===== src/source/pd_sink_defines.svh =====
// ====================================================================
// USB PD sink shared constants: message codes, widths, timer limits
// ====================================================================
`ifndef PD_SINK_DEFINES_SVH
`define PD_SINK_DEFINES_SVH

// Header field widths
`define PD_TYPE_W         5
`define PD_NUM_W          3
`define PD_ID_W           3
`define PD_OBJ_W          32
`define PD_MAX_OBJS       7

// Control messages carry zero objects
`define PD_CTRL_GOODCRC   5'd1
`define PD_CTRL_ACCEPT    5'd3
`define PD_CTRL_PS_RDY    5'd6

// Data messages carry one or more objects
`define PD_DATA_SRC_CAP   5'd1
`define PD_DATA_REQUEST   5'd2

// Timer limits in clock cycles, scaled down for simulation
`define PD_TIMER_W        9
`define PD_GAP_CYCLES     8
`define PD_RESP_TIMEOUT   200
`define PD_READY_TIMEOUT  400

`define PD_CREDIT_W       2
`define PD_CREDIT_MAX     2

// 9 V in 50 mV units
`define PD_TARGET_MV50    180

`endif


===== src/source/pd_sink_pkg.sv =====
// ====================================================================
// USB PD sink types: data object views and policy states
// ====================================================================
package pd_sink_pkg;

	// Fixed supply PDO as sent by the source
	typedef struct packed {
		logic [1:0] supply;
		logic [9:0] flags;
		logic [9:0] volt_mv50;
		logic [9:0] max_ma10;
	} pd_fixed_pdo_t;

	// Fixed supply request object
	typedef struct packed {
		logic       rsvd;
		logic [2:0] obj_pos;
		logic       give_back;
		logic       cap_mismatch;
		logic [5:0] flags;
		logic [9:0] op_ma10;
		logic [9:0] max_ma10;
	} pd_fixed_rdo_t;

	typedef union packed {
		pd_fixed_pdo_t pdo;
		pd_fixed_rdo_t rdo;
	} pd_data_obj_u;

	typedef enum logic [3:0] {
		wait_caps,
		ack_caps,
		build_req,
		send_req,
		wait_crc,
		wait_accept,
		wait_ready,
		ack_ready,
		contract,
		fail,
		idle
	} pd_policy_state_e;

endpackage


===== src/source/pd_sink_policy.sv =====
// ====================================================================
// USB PD sink policy FSM: capabilities, request, accept, PS_RDY
// ====================================================================
`timescale 1ns/1ns
`include "pd_sink_defines.svh"

module pd_sink_policy import pd_sink_pkg::*; (
	input  logic                  glb_clk,
	input  logic                  glb_nrst,

	input  logic                  rx_hdr_valid,
	input  logic                  rx_crc_ok,
	input  logic [`PD_TYPE_W-1:0] rx_type,
	input  logic [`PD_NUM_W-1:0]  rx_num,
	input  logic [`PD_ID_W-1:0]   rx_id,
	input  logic                  rx_obj_valid,

	input  logic                  detach,
	input  logic                  msg_pending,
	input  logic                  req_found,
	input  logic [`PD_NUM_W-1:0]  req_pos,

	output logic                  cap_clear,
	output logic                  cap_capture,

	output logic                  msg_load,
	output logic [`PD_TYPE_W-1:0] msg_type,
	output logic [`PD_NUM_W-1:0]  msg_num,
	output logic [`PD_ID_W-1:0]   msg_id,

	output logic                  contract_ok,
	output logic                  contract_err,
	output logic [2:0]            contract_pos
);

	pd_policy_state_e        state;
	pd_policy_state_e        state_nxt;
	logic [`PD_TIMER_W-1:0]  timer;
	logic                    loaded;
	logic                    cap_rx;
	logic [`PD_NUM_W-1:0]    obj_left;
	logic [`PD_ID_W-1:0]     last_id;
	logic [`PD_ID_W-1:0]     req_id;

	logic hdr_good;
	logic caps_hit;
	logic caps_end;
	logic crc_hit;
	logic accept_hit;
	logic ready_hit;
	logic tx_done;
	logic reply_go;

	// ================================================================
	// Header filters
	// ================================================================
	assign hdr_good   = rx_hdr_valid && rx_crc_ok;
	assign caps_hit   = hdr_good && (state == wait_caps) && !cap_rx &&
		(rx_type == `PD_DATA_SRC_CAP) && (rx_num != '0);
	assign caps_end   = cap_rx && rx_obj_valid && (obj_left == `PD_NUM_W'(1));
	assign crc_hit    = hdr_good && (state == wait_crc) &&
		(rx_type == `PD_CTRL_GOODCRC) && (rx_num == '0);
	assign accept_hit = hdr_good && (state == wait_accept) &&
		(rx_type == `PD_CTRL_ACCEPT) && (rx_num == '0);

	// PS_RDY only counts once our GoodCRC for Accept is out
	assign ready_hit  = hdr_good && (state == wait_ready) && tx_done &&
		(rx_type == `PD_CTRL_PS_RDY) && (rx_num == '0);

	// Gate has taken and released our message
	assign tx_done  = loaded && !msg_pending;
	assign reply_go = !loaded && !msg_pending && (timer >= `PD_GAP_CYCLES);

	assign cap_clear   = caps_hit;
	assign cap_capture = cap_rx;

	always_comb begin
		case (state)
			ack_caps, wait_ready, ack_ready: msg_load = reply_go;
			send_req:                        msg_load = !loaded && !msg_pending;
			default:                         msg_load = 1'b0;
		endcase
	end

	assign msg_type = (state == send_req) ? `PD_DATA_REQUEST : `PD_CTRL_GOODCRC;
	assign msg_num  = (state == send_req) ? `PD_NUM_W'(1) : '0;
	assign msg_id   = (state == send_req) ? req_id : last_id;

	// ================================================================
	// Next state
	// ================================================================
	always_comb begin
		state_nxt = state;
		case (state)
			wait_caps:   if (caps_end) state_nxt = ack_caps;
			ack_caps:    if (tx_done) state_nxt = build_req;
			build_req: begin
				// Select result settles one cycle in
				if (timer != '0)
					state_nxt = req_found ? send_req : fail;
			end
			send_req:    if (tx_done) state_nxt = wait_crc;
			wait_crc: begin
				if (crc_hit)
					state_nxt = wait_accept;
				else if (timer == `PD_RESP_TIMEOUT - 1)
					state_nxt = idle;
			end
			wait_accept: begin
				if (accept_hit)
					state_nxt = wait_ready;
				else if (timer == `PD_RESP_TIMEOUT - 1)
					state_nxt = idle;
			end
			wait_ready: begin
				if (ready_hit)
					state_nxt = ack_ready;
				else if (timer == `PD_READY_TIMEOUT - 1)
					state_nxt = idle;
			end
			ack_ready:   if (tx_done) state_nxt = contract;
			contract, fail, idle: begin
				if (detach)
					state_nxt = wait_caps;
			end
			default:     state_nxt = idle;
		endcase
	end

	always_ff @(posedge glb_clk) begin
		if (!glb_nrst) begin
			state        <= wait_caps;
			timer        <= '0;
			loaded       <= 1'b0;
			cap_rx       <= 1'b0;
			obj_left     <= '0;
			req_id       <= '0;
			contract_ok  <= 1'b0;
			contract_err <= 1'b0;
			contract_pos <= '0;
		end else begin
			state <= state_nxt;
			if (state_nxt != state) begin
				timer  <= '0;
				loaded <= 1'b0;
			end else begin
				if (timer != '1)
					timer <= timer + 1'b1;
				if (msg_load)
					loaded <= 1'b1;
			end

			// Object count of the capabilities message in flight
			if (caps_hit) begin
				cap_rx   <= 1'b1;
				obj_left <= rx_num;
			end else if (caps_end) begin
				cap_rx <= 1'b0;
			end else if (cap_rx && rx_obj_valid) begin
				obj_left <= obj_left - 1'b1;
			end

			if (msg_load && state == send_req)
				req_id <= req_id + 1'b1;

			contract_ok  <= (state_nxt == contract);
			contract_err <= (state_nxt == fail);
			if (state == build_req && state_nxt == send_req)
				contract_pos <= req_pos;
			else if (state_nxt == wait_caps)
				contract_pos <= '0;
		end
	end

	// Id echoed back in our GoodCRC
	always_ff @(posedge glb_clk) begin
		if (caps_hit || accept_hit || ready_hit)
			last_id <= rx_id;
	end

endmodule


===== src/source/pd_pdo_select.sv =====
// ====================================================================
// Source capability store and fixed-supply request builder
// ====================================================================
`timescale 1ns/1ns
`include "pd_sink_defines.svh"

module pd_pdo_select import pd_sink_pkg::*; #(
	parameter logic [9:0] target_mv50 = `PD_TARGET_MV50
)(
	input  logic                 glb_clk,
	input  logic                 glb_nrst,
	input  logic                 cap_clear,
	input  logic                 cap_capture,
	input  logic                 rx_obj_valid,
	input  pd_data_obj_u         rx_obj,
	output logic                 req_found,
	output logic [`PD_NUM_W-1:0] req_pos,
	output pd_data_obj_u         req_word
);

	pd_data_obj_u          cap_mem [0:`PD_MAX_OBJS-1];
	logic [`PD_NUM_W-1:0]  cap_cnt;
	logic                  hit;
	logic [`PD_NUM_W-1:0]  hit_idx;
	pd_data_obj_u          rdo_nxt;

	always_ff @(posedge glb_clk) begin
		if (!glb_nrst) begin
			cap_cnt <= '0;
		end else if (cap_clear) begin
			cap_cnt <= '0;
		end else if (cap_capture && rx_obj_valid && cap_cnt < `PD_MAX_OBJS) begin
			cap_cnt <= cap_cnt + 1'b1;
		end
	end

	always_ff @(posedge glb_clk) begin
		if (cap_capture && rx_obj_valid && cap_cnt < `PD_MAX_OBJS)
			cap_mem[cap_cnt] <= rx_obj;
	end

	// First fixed supply at the target voltage wins
	always_comb begin
		hit     = 1'b0;
		hit_idx = '0;
		for (int i = 0; i < `PD_MAX_OBJS; i++) begin
			if (!hit && i < cap_cnt && cap_mem[i].pdo.supply == 2'b00 &&
				cap_mem[i].pdo.volt_mv50 == target_mv50) begin
				hit     = 1'b1;
				hit_idx = `PD_NUM_W'(i);
			end
		end
	end

	always_comb begin
		rdo_nxt              = '0;
		rdo_nxt.rdo.obj_pos  = hit_idx + 1'b1;
		rdo_nxt.rdo.op_ma10  = cap_mem[hit_idx].pdo.max_ma10;
		rdo_nxt.rdo.max_ma10 = cap_mem[hit_idx].pdo.max_ma10;
	end

	always_ff @(posedge glb_clk) begin
		if (!glb_nrst)
			req_found <= 1'b0;
		else
			req_found <= hit;
	end

	always_ff @(posedge glb_clk) begin
		req_pos  <= hit_idx + 1'b1;
		req_word <= rdo_nxt;
	end

endmodule


===== src/source/pd_tx_credit.sv =====
// ====================================================================
// Transmit gate, one held message released against PHY credits
// ====================================================================
`timescale 1ns/1ns
`include "pd_sink_defines.svh"

module pd_tx_credit import pd_sink_pkg::*; (
	input  logic                  glb_clk,
	input  logic                  glb_nrst,
	input  logic                  tx_credit,
	input  logic                  msg_load,
	input  logic [`PD_TYPE_W-1:0] msg_type,
	input  logic [`PD_NUM_W-1:0]  msg_num,
	input  logic [`PD_ID_W-1:0]   msg_id,
	input  pd_data_obj_u          msg_obj,
	output logic                  msg_pending,
	output logic                  tx_valid,
	output logic [`PD_TYPE_W-1:0] tx_type,
	output logic [`PD_NUM_W-1:0]  tx_num,
	output logic [`PD_ID_W-1:0]   tx_id,
	output logic [`PD_OBJ_W-1:0]  tx_obj
);

	logic [`PD_CREDIT_W-1:0] credit_cnt;
	logic                    credit_avail;
	logic                    send;

	// A credit arriving this cycle can be spent right away
	assign credit_avail = (credit_cnt != '0) || tx_credit;
	assign send         = (msg_load || msg_pending) && credit_avail;

	always_ff @(posedge glb_clk) begin
		if (!glb_nrst) begin
			credit_cnt  <= '0;
			msg_pending <= 1'b0;
			tx_valid    <= 1'b0;
		end else begin
			tx_valid <= send;
			if (msg_load)
				msg_pending <= !credit_avail;
			else if (send)
				msg_pending <= 1'b0;

			// Return and spend in one cycle cancel out
			if (tx_credit && !send && credit_cnt != `PD_CREDIT_MAX)
				credit_cnt <= credit_cnt + 1'b1;
			else if (send && !tx_credit)
				credit_cnt <= credit_cnt - 1'b1;
		end
	end

	// Output fields double as the holding register
	always_ff @(posedge glb_clk) begin
		if (msg_load) begin
			tx_type <= msg_type;
			tx_num  <= msg_num;
			tx_id   <= msg_id;
			tx_obj  <= msg_obj;
		end
	end

endmodule


===== src/source/pd_sink_top.sv =====
// ====================================================================
// USB PD sink top: policy engine, capability store, transmit gate
// ====================================================================
`timescale 1ns/1ns
`include "pd_sink_defines.svh"

module pd_sink_top import pd_sink_pkg::*; #(
	parameter logic [9:0] target_mv50 = `PD_TARGET_MV50
)(
	input  logic                  glb_clk,
	input  logic                  glb_nrst,

	input  logic                  rx_hdr_valid,
	input  logic                  rx_crc_ok,
	input  logic [`PD_TYPE_W-1:0] rx_type,
	input  logic [`PD_NUM_W-1:0]  rx_num,
	input  logic [`PD_ID_W-1:0]   rx_id,
	input  logic                  rx_obj_valid,
	input  logic [`PD_OBJ_W-1:0]  rx_obj,

	input  logic                  tx_credit,
	input  logic                  detach,

	output logic                  tx_valid,
	output logic [`PD_TYPE_W-1:0] tx_type,
	output logic [`PD_NUM_W-1:0]  tx_num,
	output logic [`PD_ID_W-1:0]   tx_id,
	output logic [`PD_OBJ_W-1:0]  tx_obj,

	output logic                  contract_ok,
	output logic                  contract_err,
	output logic [2:0]            contract_pos
);

	logic                  cap_clear;
	logic                  cap_capture;
	logic                  req_found;
	logic [`PD_NUM_W-1:0]  req_pos;
	pd_data_obj_u          req_word;

	logic                  msg_load;
	logic [`PD_TYPE_W-1:0] msg_type;
	logic [`PD_NUM_W-1:0]  msg_num;
	logic [`PD_ID_W-1:0]   msg_id;
	logic                  msg_pending;

	pd_sink_policy u_policy (
		.glb_clk      (glb_clk),
		.glb_nrst     (glb_nrst),
		.rx_hdr_valid (rx_hdr_valid),
		.rx_crc_ok    (rx_crc_ok),
		.rx_type      (rx_type),
		.rx_num       (rx_num),
		.rx_id        (rx_id),
		.rx_obj_valid (rx_obj_valid),
		.detach       (detach),
		.msg_pending  (msg_pending),
		.req_found    (req_found),
		.req_pos      (req_pos),
		.cap_clear    (cap_clear),
		.cap_capture  (cap_capture),
		.msg_load     (msg_load),
		.msg_type     (msg_type),
		.msg_num      (msg_num),
		.msg_id       (msg_id),
		.contract_ok  (contract_ok),
		.contract_err (contract_err),
		.contract_pos (contract_pos)
	);

	pd_pdo_select #(
		.target_mv50 (target_mv50)
	) u_pdo_select (
		.glb_clk      (glb_clk),
		.glb_nrst     (glb_nrst),
		.cap_clear    (cap_clear),
		.cap_capture  (cap_capture),
		.rx_obj_valid (rx_obj_valid),
		.rx_obj       (rx_obj),
		.req_found    (req_found),
		.req_pos      (req_pos),
		.req_word     (req_word)
	);

	pd_tx_credit u_tx_credit (
		.glb_clk     (glb_clk),
		.glb_nrst    (glb_nrst),
		.tx_credit   (tx_credit),
		.msg_load    (msg_load),
		.msg_type    (msg_type),
		.msg_num     (msg_num),
		.msg_id      (msg_id),
		.msg_obj     (req_word),
		.msg_pending (msg_pending),
		.tx_valid    (tx_valid),
		.tx_type     (tx_type),
		.tx_num      (tx_num),
		.tx_id       (tx_id),
		.tx_obj      (tx_obj)
	);

endmodule


===== config.mk =====
export PLATFORM = sky130hd
export DESIGN_NAME = pd_sink_top
export DESIGN_NICKNAME = d
export VERILOG_FILES = /design/src/source/pd_sink_pkg.sv /design/src/source/pd_sink_policy.sv /design/src/source/pd_pdo_select.sv /design/src/source/pd_tx_credit.sv /design/src/source/pd_sink_top.sv
export VERILOG_INCLUDE_DIRS = /design/src /design/src/source
export SDC_FILE = /design/constraint.sdc
export NUM_CORES = 1
export LEC_CHECK = 0
export BUFFER_PORTS_ARGS = -buffer_cell sky130_fd_sc_hd__buf_2
export CORE_MARGIN = 4
export CORE_UTILIZATION = 45
export CTS_CLUSTER_DIAMETER = 120
export DETAILED_ROUTE_END_ITERATION = 7
export GPL_TIMING_DRIVEN = 0
export HOLD_SLACK_MARGIN = 0.12
export SKIP_LAST_GASP = 1
export SLEW_MARGIN = 20
export SYNTH_ARGS = -nofsm -noshare
export SYNTH_HDL_FRONTEND = slang
export SYNTH_SLANG_ARGS = --single-unit

===== constraint.sdc =====
create_clock -name glb_clk -period 3.96 [get_ports glb_clk]
set_clock_uncertainty 0.15 [all_clocks]
set_input_delay 0.396 -clock glb_clk [delete_from_list [all_inputs] [get_ports glb_clk]]
set_output_delay 0.396 -clock glb_clk [all_outputs]
set_load 0.01 [all_outputs]

==> results.json <==
{
  "status": "completed",
  "synth_edf_count": 175,
  "io_pins": 99,
  "fp.dieW_microns": 149,
  "avgViaCountPerCell": 5.33,
  "core_sq_um": 19500,
  "hold_slack_ns": 0.252,
  "drt-wirelength-per-cell_microns": 18.4,
  "r2r_cells": 7,
  "fill_cells": 1587,
  "hold_depth": 0,
  "core.rowCount": 51,
  "hold_violations": 0,
  "cts_buffer_depth": 3,
  "end_kind": "register",
  "grt_max_degree": 23,
  "cts.clk_slew.worst_paths_ns": 0.06,
  "finalNetCount": 843,
  "yosysTopAreaCell": "edfxtp_1",
  "layout_common_cells": "175 x edfxtp_1, 81 x buf_2, 47 x dfxtp_1",
  "slowest_delay_ns": 0.78,
  "place_ws_ns": 0.713,
  "drc": 0,
  "setup_violations": 0,
  "port_buffers": 74,
  "worstSetupPathType": "reg -> reg",
  "cts_root_buf": "clkbuf_16",
  "crit_path_cell_trace": "buf_2 -> nand4b_1 -> nor4b_1 -> nand3_1 -> a31oi_2 -> a211oi_1 -> nor4_1",
  "fmax_mhz": 303,
  "grt_pass1_vias": 5763,
  "arrival_ns": 3.50,
  "seq_area_sq_um": 6200,
  "die_h_microns": 149,
  "die_area_sq_um": 22100,
  "grt_pass1_wl_microns": 31100,
  "setup_slack_ns": 0.656,
  "r2r_end": "u_pdo_select.req_word[19]",
  "crit_path_start_kind": "register",
  "cts_resized": 0,
  "dpl.hpwl_microns": 13200,
  "path_max_fanout": 10,
  "period_share": 0.834,
  "ys_seq_elements": 222,
  "gr-total-overflow": 0,
  "min_from": "u_pdo_select.req_word[11]",
  "crit_required_ns": 4.16,
  "area_delta_synth_final_pct": 22.8,
  "syn-cell-area_sq_um": 8890,
  "fin_setup_tns_ns": 0,
  "final_common_cell": "edfxtp_1",
  "firstDrtPassIters": 5,
  "hold_end": "u_tx_credit.tx_obj[11]",
  "powerDensity_nw_per_um2": 441,
  "h-tree-depth": 1,
  "drv_slew": 0,
  "ir_drop_mv": 0.361,
  "total_leakage_power_nw": 3.99,
  "cp_top_family": "simple AND/OR/NAND/NOR gates",
  "grt_antenna_before_repair": 0,
  "drt_iter0_drc": 440,
  "vias": 5691,
  "synth_top_cell_area_share": 0.591,
  "async_flop_share": 0,
  "hold_class": "reg -> reg",
  "utilization": 0.561,
  "syn_avg_cell_area_sq_um": 14.1,
  "yosysWarnings": 0,
  "ys_top_cells_by_area": "edfxtp_1 59%, dfxtp_1 11%, a211oi_1 3.3%",
  "cts_tree": "built",
  "post-route-min-period_ns": 3.30,
  "total_power_mw": 4.82,
  "syn_inst": 629,
  "slowest_stage": "a31oi_2",
  "synthFlopType": "edfxtp_1",
  "cts_sinks": 222,
  "rsz0062_at_grt": "false",
  "track_usage": 0.178,
  "critPathBufInv": 1,
  "cts_buffers": 24,
  "drv_cap": 0,
  "multi_input_area_sq_um": 2430,
  "diodes": 0,
  "yosysSeqAreaShare": 0.697,
  "gp_congestion": 0.859,
  "ant_nets": 0,
  "totalWireLength_microns": 19600,
  "netlist-cell-type-count": 73,
  "layout-drive-gt1-share": 0.224,
  "start_util": 0.457,
  "crit-reg2reg-launch": "u_pdo_select.cap_cnt[2]",
  "worst_pin_slew_ns": 0.919,
  "slew_headroom": 0.382,
  "regToRegSetupSlack_ns": 0.66,
  "worst_skew_pair.late_latency_ns": 0.51
}
logic make-up after synthesis:
kind of cell,share of synthesized area
other,0.000422
adder cells (fa/ha/maj),0.0113
multiplexers,0.0141
AND/OR/NAND/NOR,0.123
flip-flops,0.697
buffers and inverters,0.0415
AO/OA/AOI/OAI,0.0994
XOR/XNOR,0.0128
worst max-delay path by stage:
stage	endpoint	cells after the start	slack (ns)	startpoint
after floorplan	u_tx_credit.credit_cnt[0]	6	0.76	u_policy.state[1]
after global placement	u_tx_credit.credit_cnt[0]	6	-0.18	u_policy.state[1]
after detailed placement	u_pdo_select.req_word[19]	7	0.71	u_pdo_select.cap_cnt[2]
after CTS	u_pdo_select.req_word[19]	7	0.66	u_pdo_select.cap_cnt[2]
after global routing	u_pdo_select.req_word[19]	7	0.46	u_pdo_select.cap_cnt[2]
final	u_pdo_select.req_word[19]	7	0.66	u_pdo_select.cap_cnt[2]
power breakdown:
part	internal [mW]	switching, mW	total [mW]
Clock	1.31	0.865	2.18
Sequential	2.51	0.00572	2.52
Combinational	0.0586	0.0616	0.120
timing repair:
item / CTS / global route
hold buffers: 31 / 0
hold endpoints to repair: 165 / 0
setup buffers: 0 / 0
sequential cells by signal, indices dropped and copies added, names as in the netlist, 2 cells and up:
name / count
u_tx_credit.tx_obj: 13
u_pdo_select.cap_mem: 154
u_policy.obj_left: 3
u_policy.last_id: 3
u_policy.timer: 9
u_tx_credit.tx_id: 3
u_pdo_select.req_pos: 2
u_tx_credit.credit_cnt: 2
u_policy.req_id: 3
u_policy.state: 4
u_pdo_select.cap_cnt: 3
u_policy.contract_pos: 3
u_pdo_select.req_word: 11
u_tx_credit.tx_type: 2
Yosys cell counts (3+ instances only):
cell type  count
o22ai_1        8
edfxtp_1     175
nor2_1        37
mux2i_1        8
nand4b_1       5
o21ai_0        4
buf_2          7
buf_4         25
or3_1          4
o41ai_1        5
clkbuf_1      10
and4b_1        3
o21bai_1       4
and3_1         3
mux2_2         4
or2_2          4
o22a_1         5
inv_1         27
and2_1         5
nor4b_1       10
nor3_1        11
ha_1           8
nor4_1        15
nand4_1        6
xnor2_1        6
xor2_1         7
a211oi_1      39
nand2b_1       6
a211o_1        4
nor3b_1        6
nand2_1       31
nand3_1       15
nor4bb_1       6
a21oi_1       17
dfxtp_1       47
nor2b_1        6
layout make-up:
class	instances	area share
flip-flops and latches	222	0.568
multi-input cells	349	0.222
repair buffers	117	0.0735
clock buffers	28	0.0564
well taps	265	0.0304
plain buffers	44	0.0245
clock inverters	16	0.0156
inverters	27	0.00929
stage by stage:
step / std cells / cell area [sq um]
2_1_floorplan: 642 / 8940
3_3_place_gp: 981 / 9640
3_5_place_dp: 993 / 9810
4_1_cts: 1068 / 10900
5_1_grt: 1068 / 10900
6_report: 1068 / 10900
metal layers:
| layer | up-vias | routed length [microns] | track usage |
|---|---|---|---|
| met2 | 167 | 9550 | 0.304 |
| met3 | 39 | 1030 | 0.0308 |
| met5 | - | 0 | 0 |
| met1 | 2775 | 8600 | 0.239 |
| met4 | 0 | 448 | 0.0457 |
| li1 | 2710 | - | - |
No activity file was read; power rests on OpenSTA's default activity.
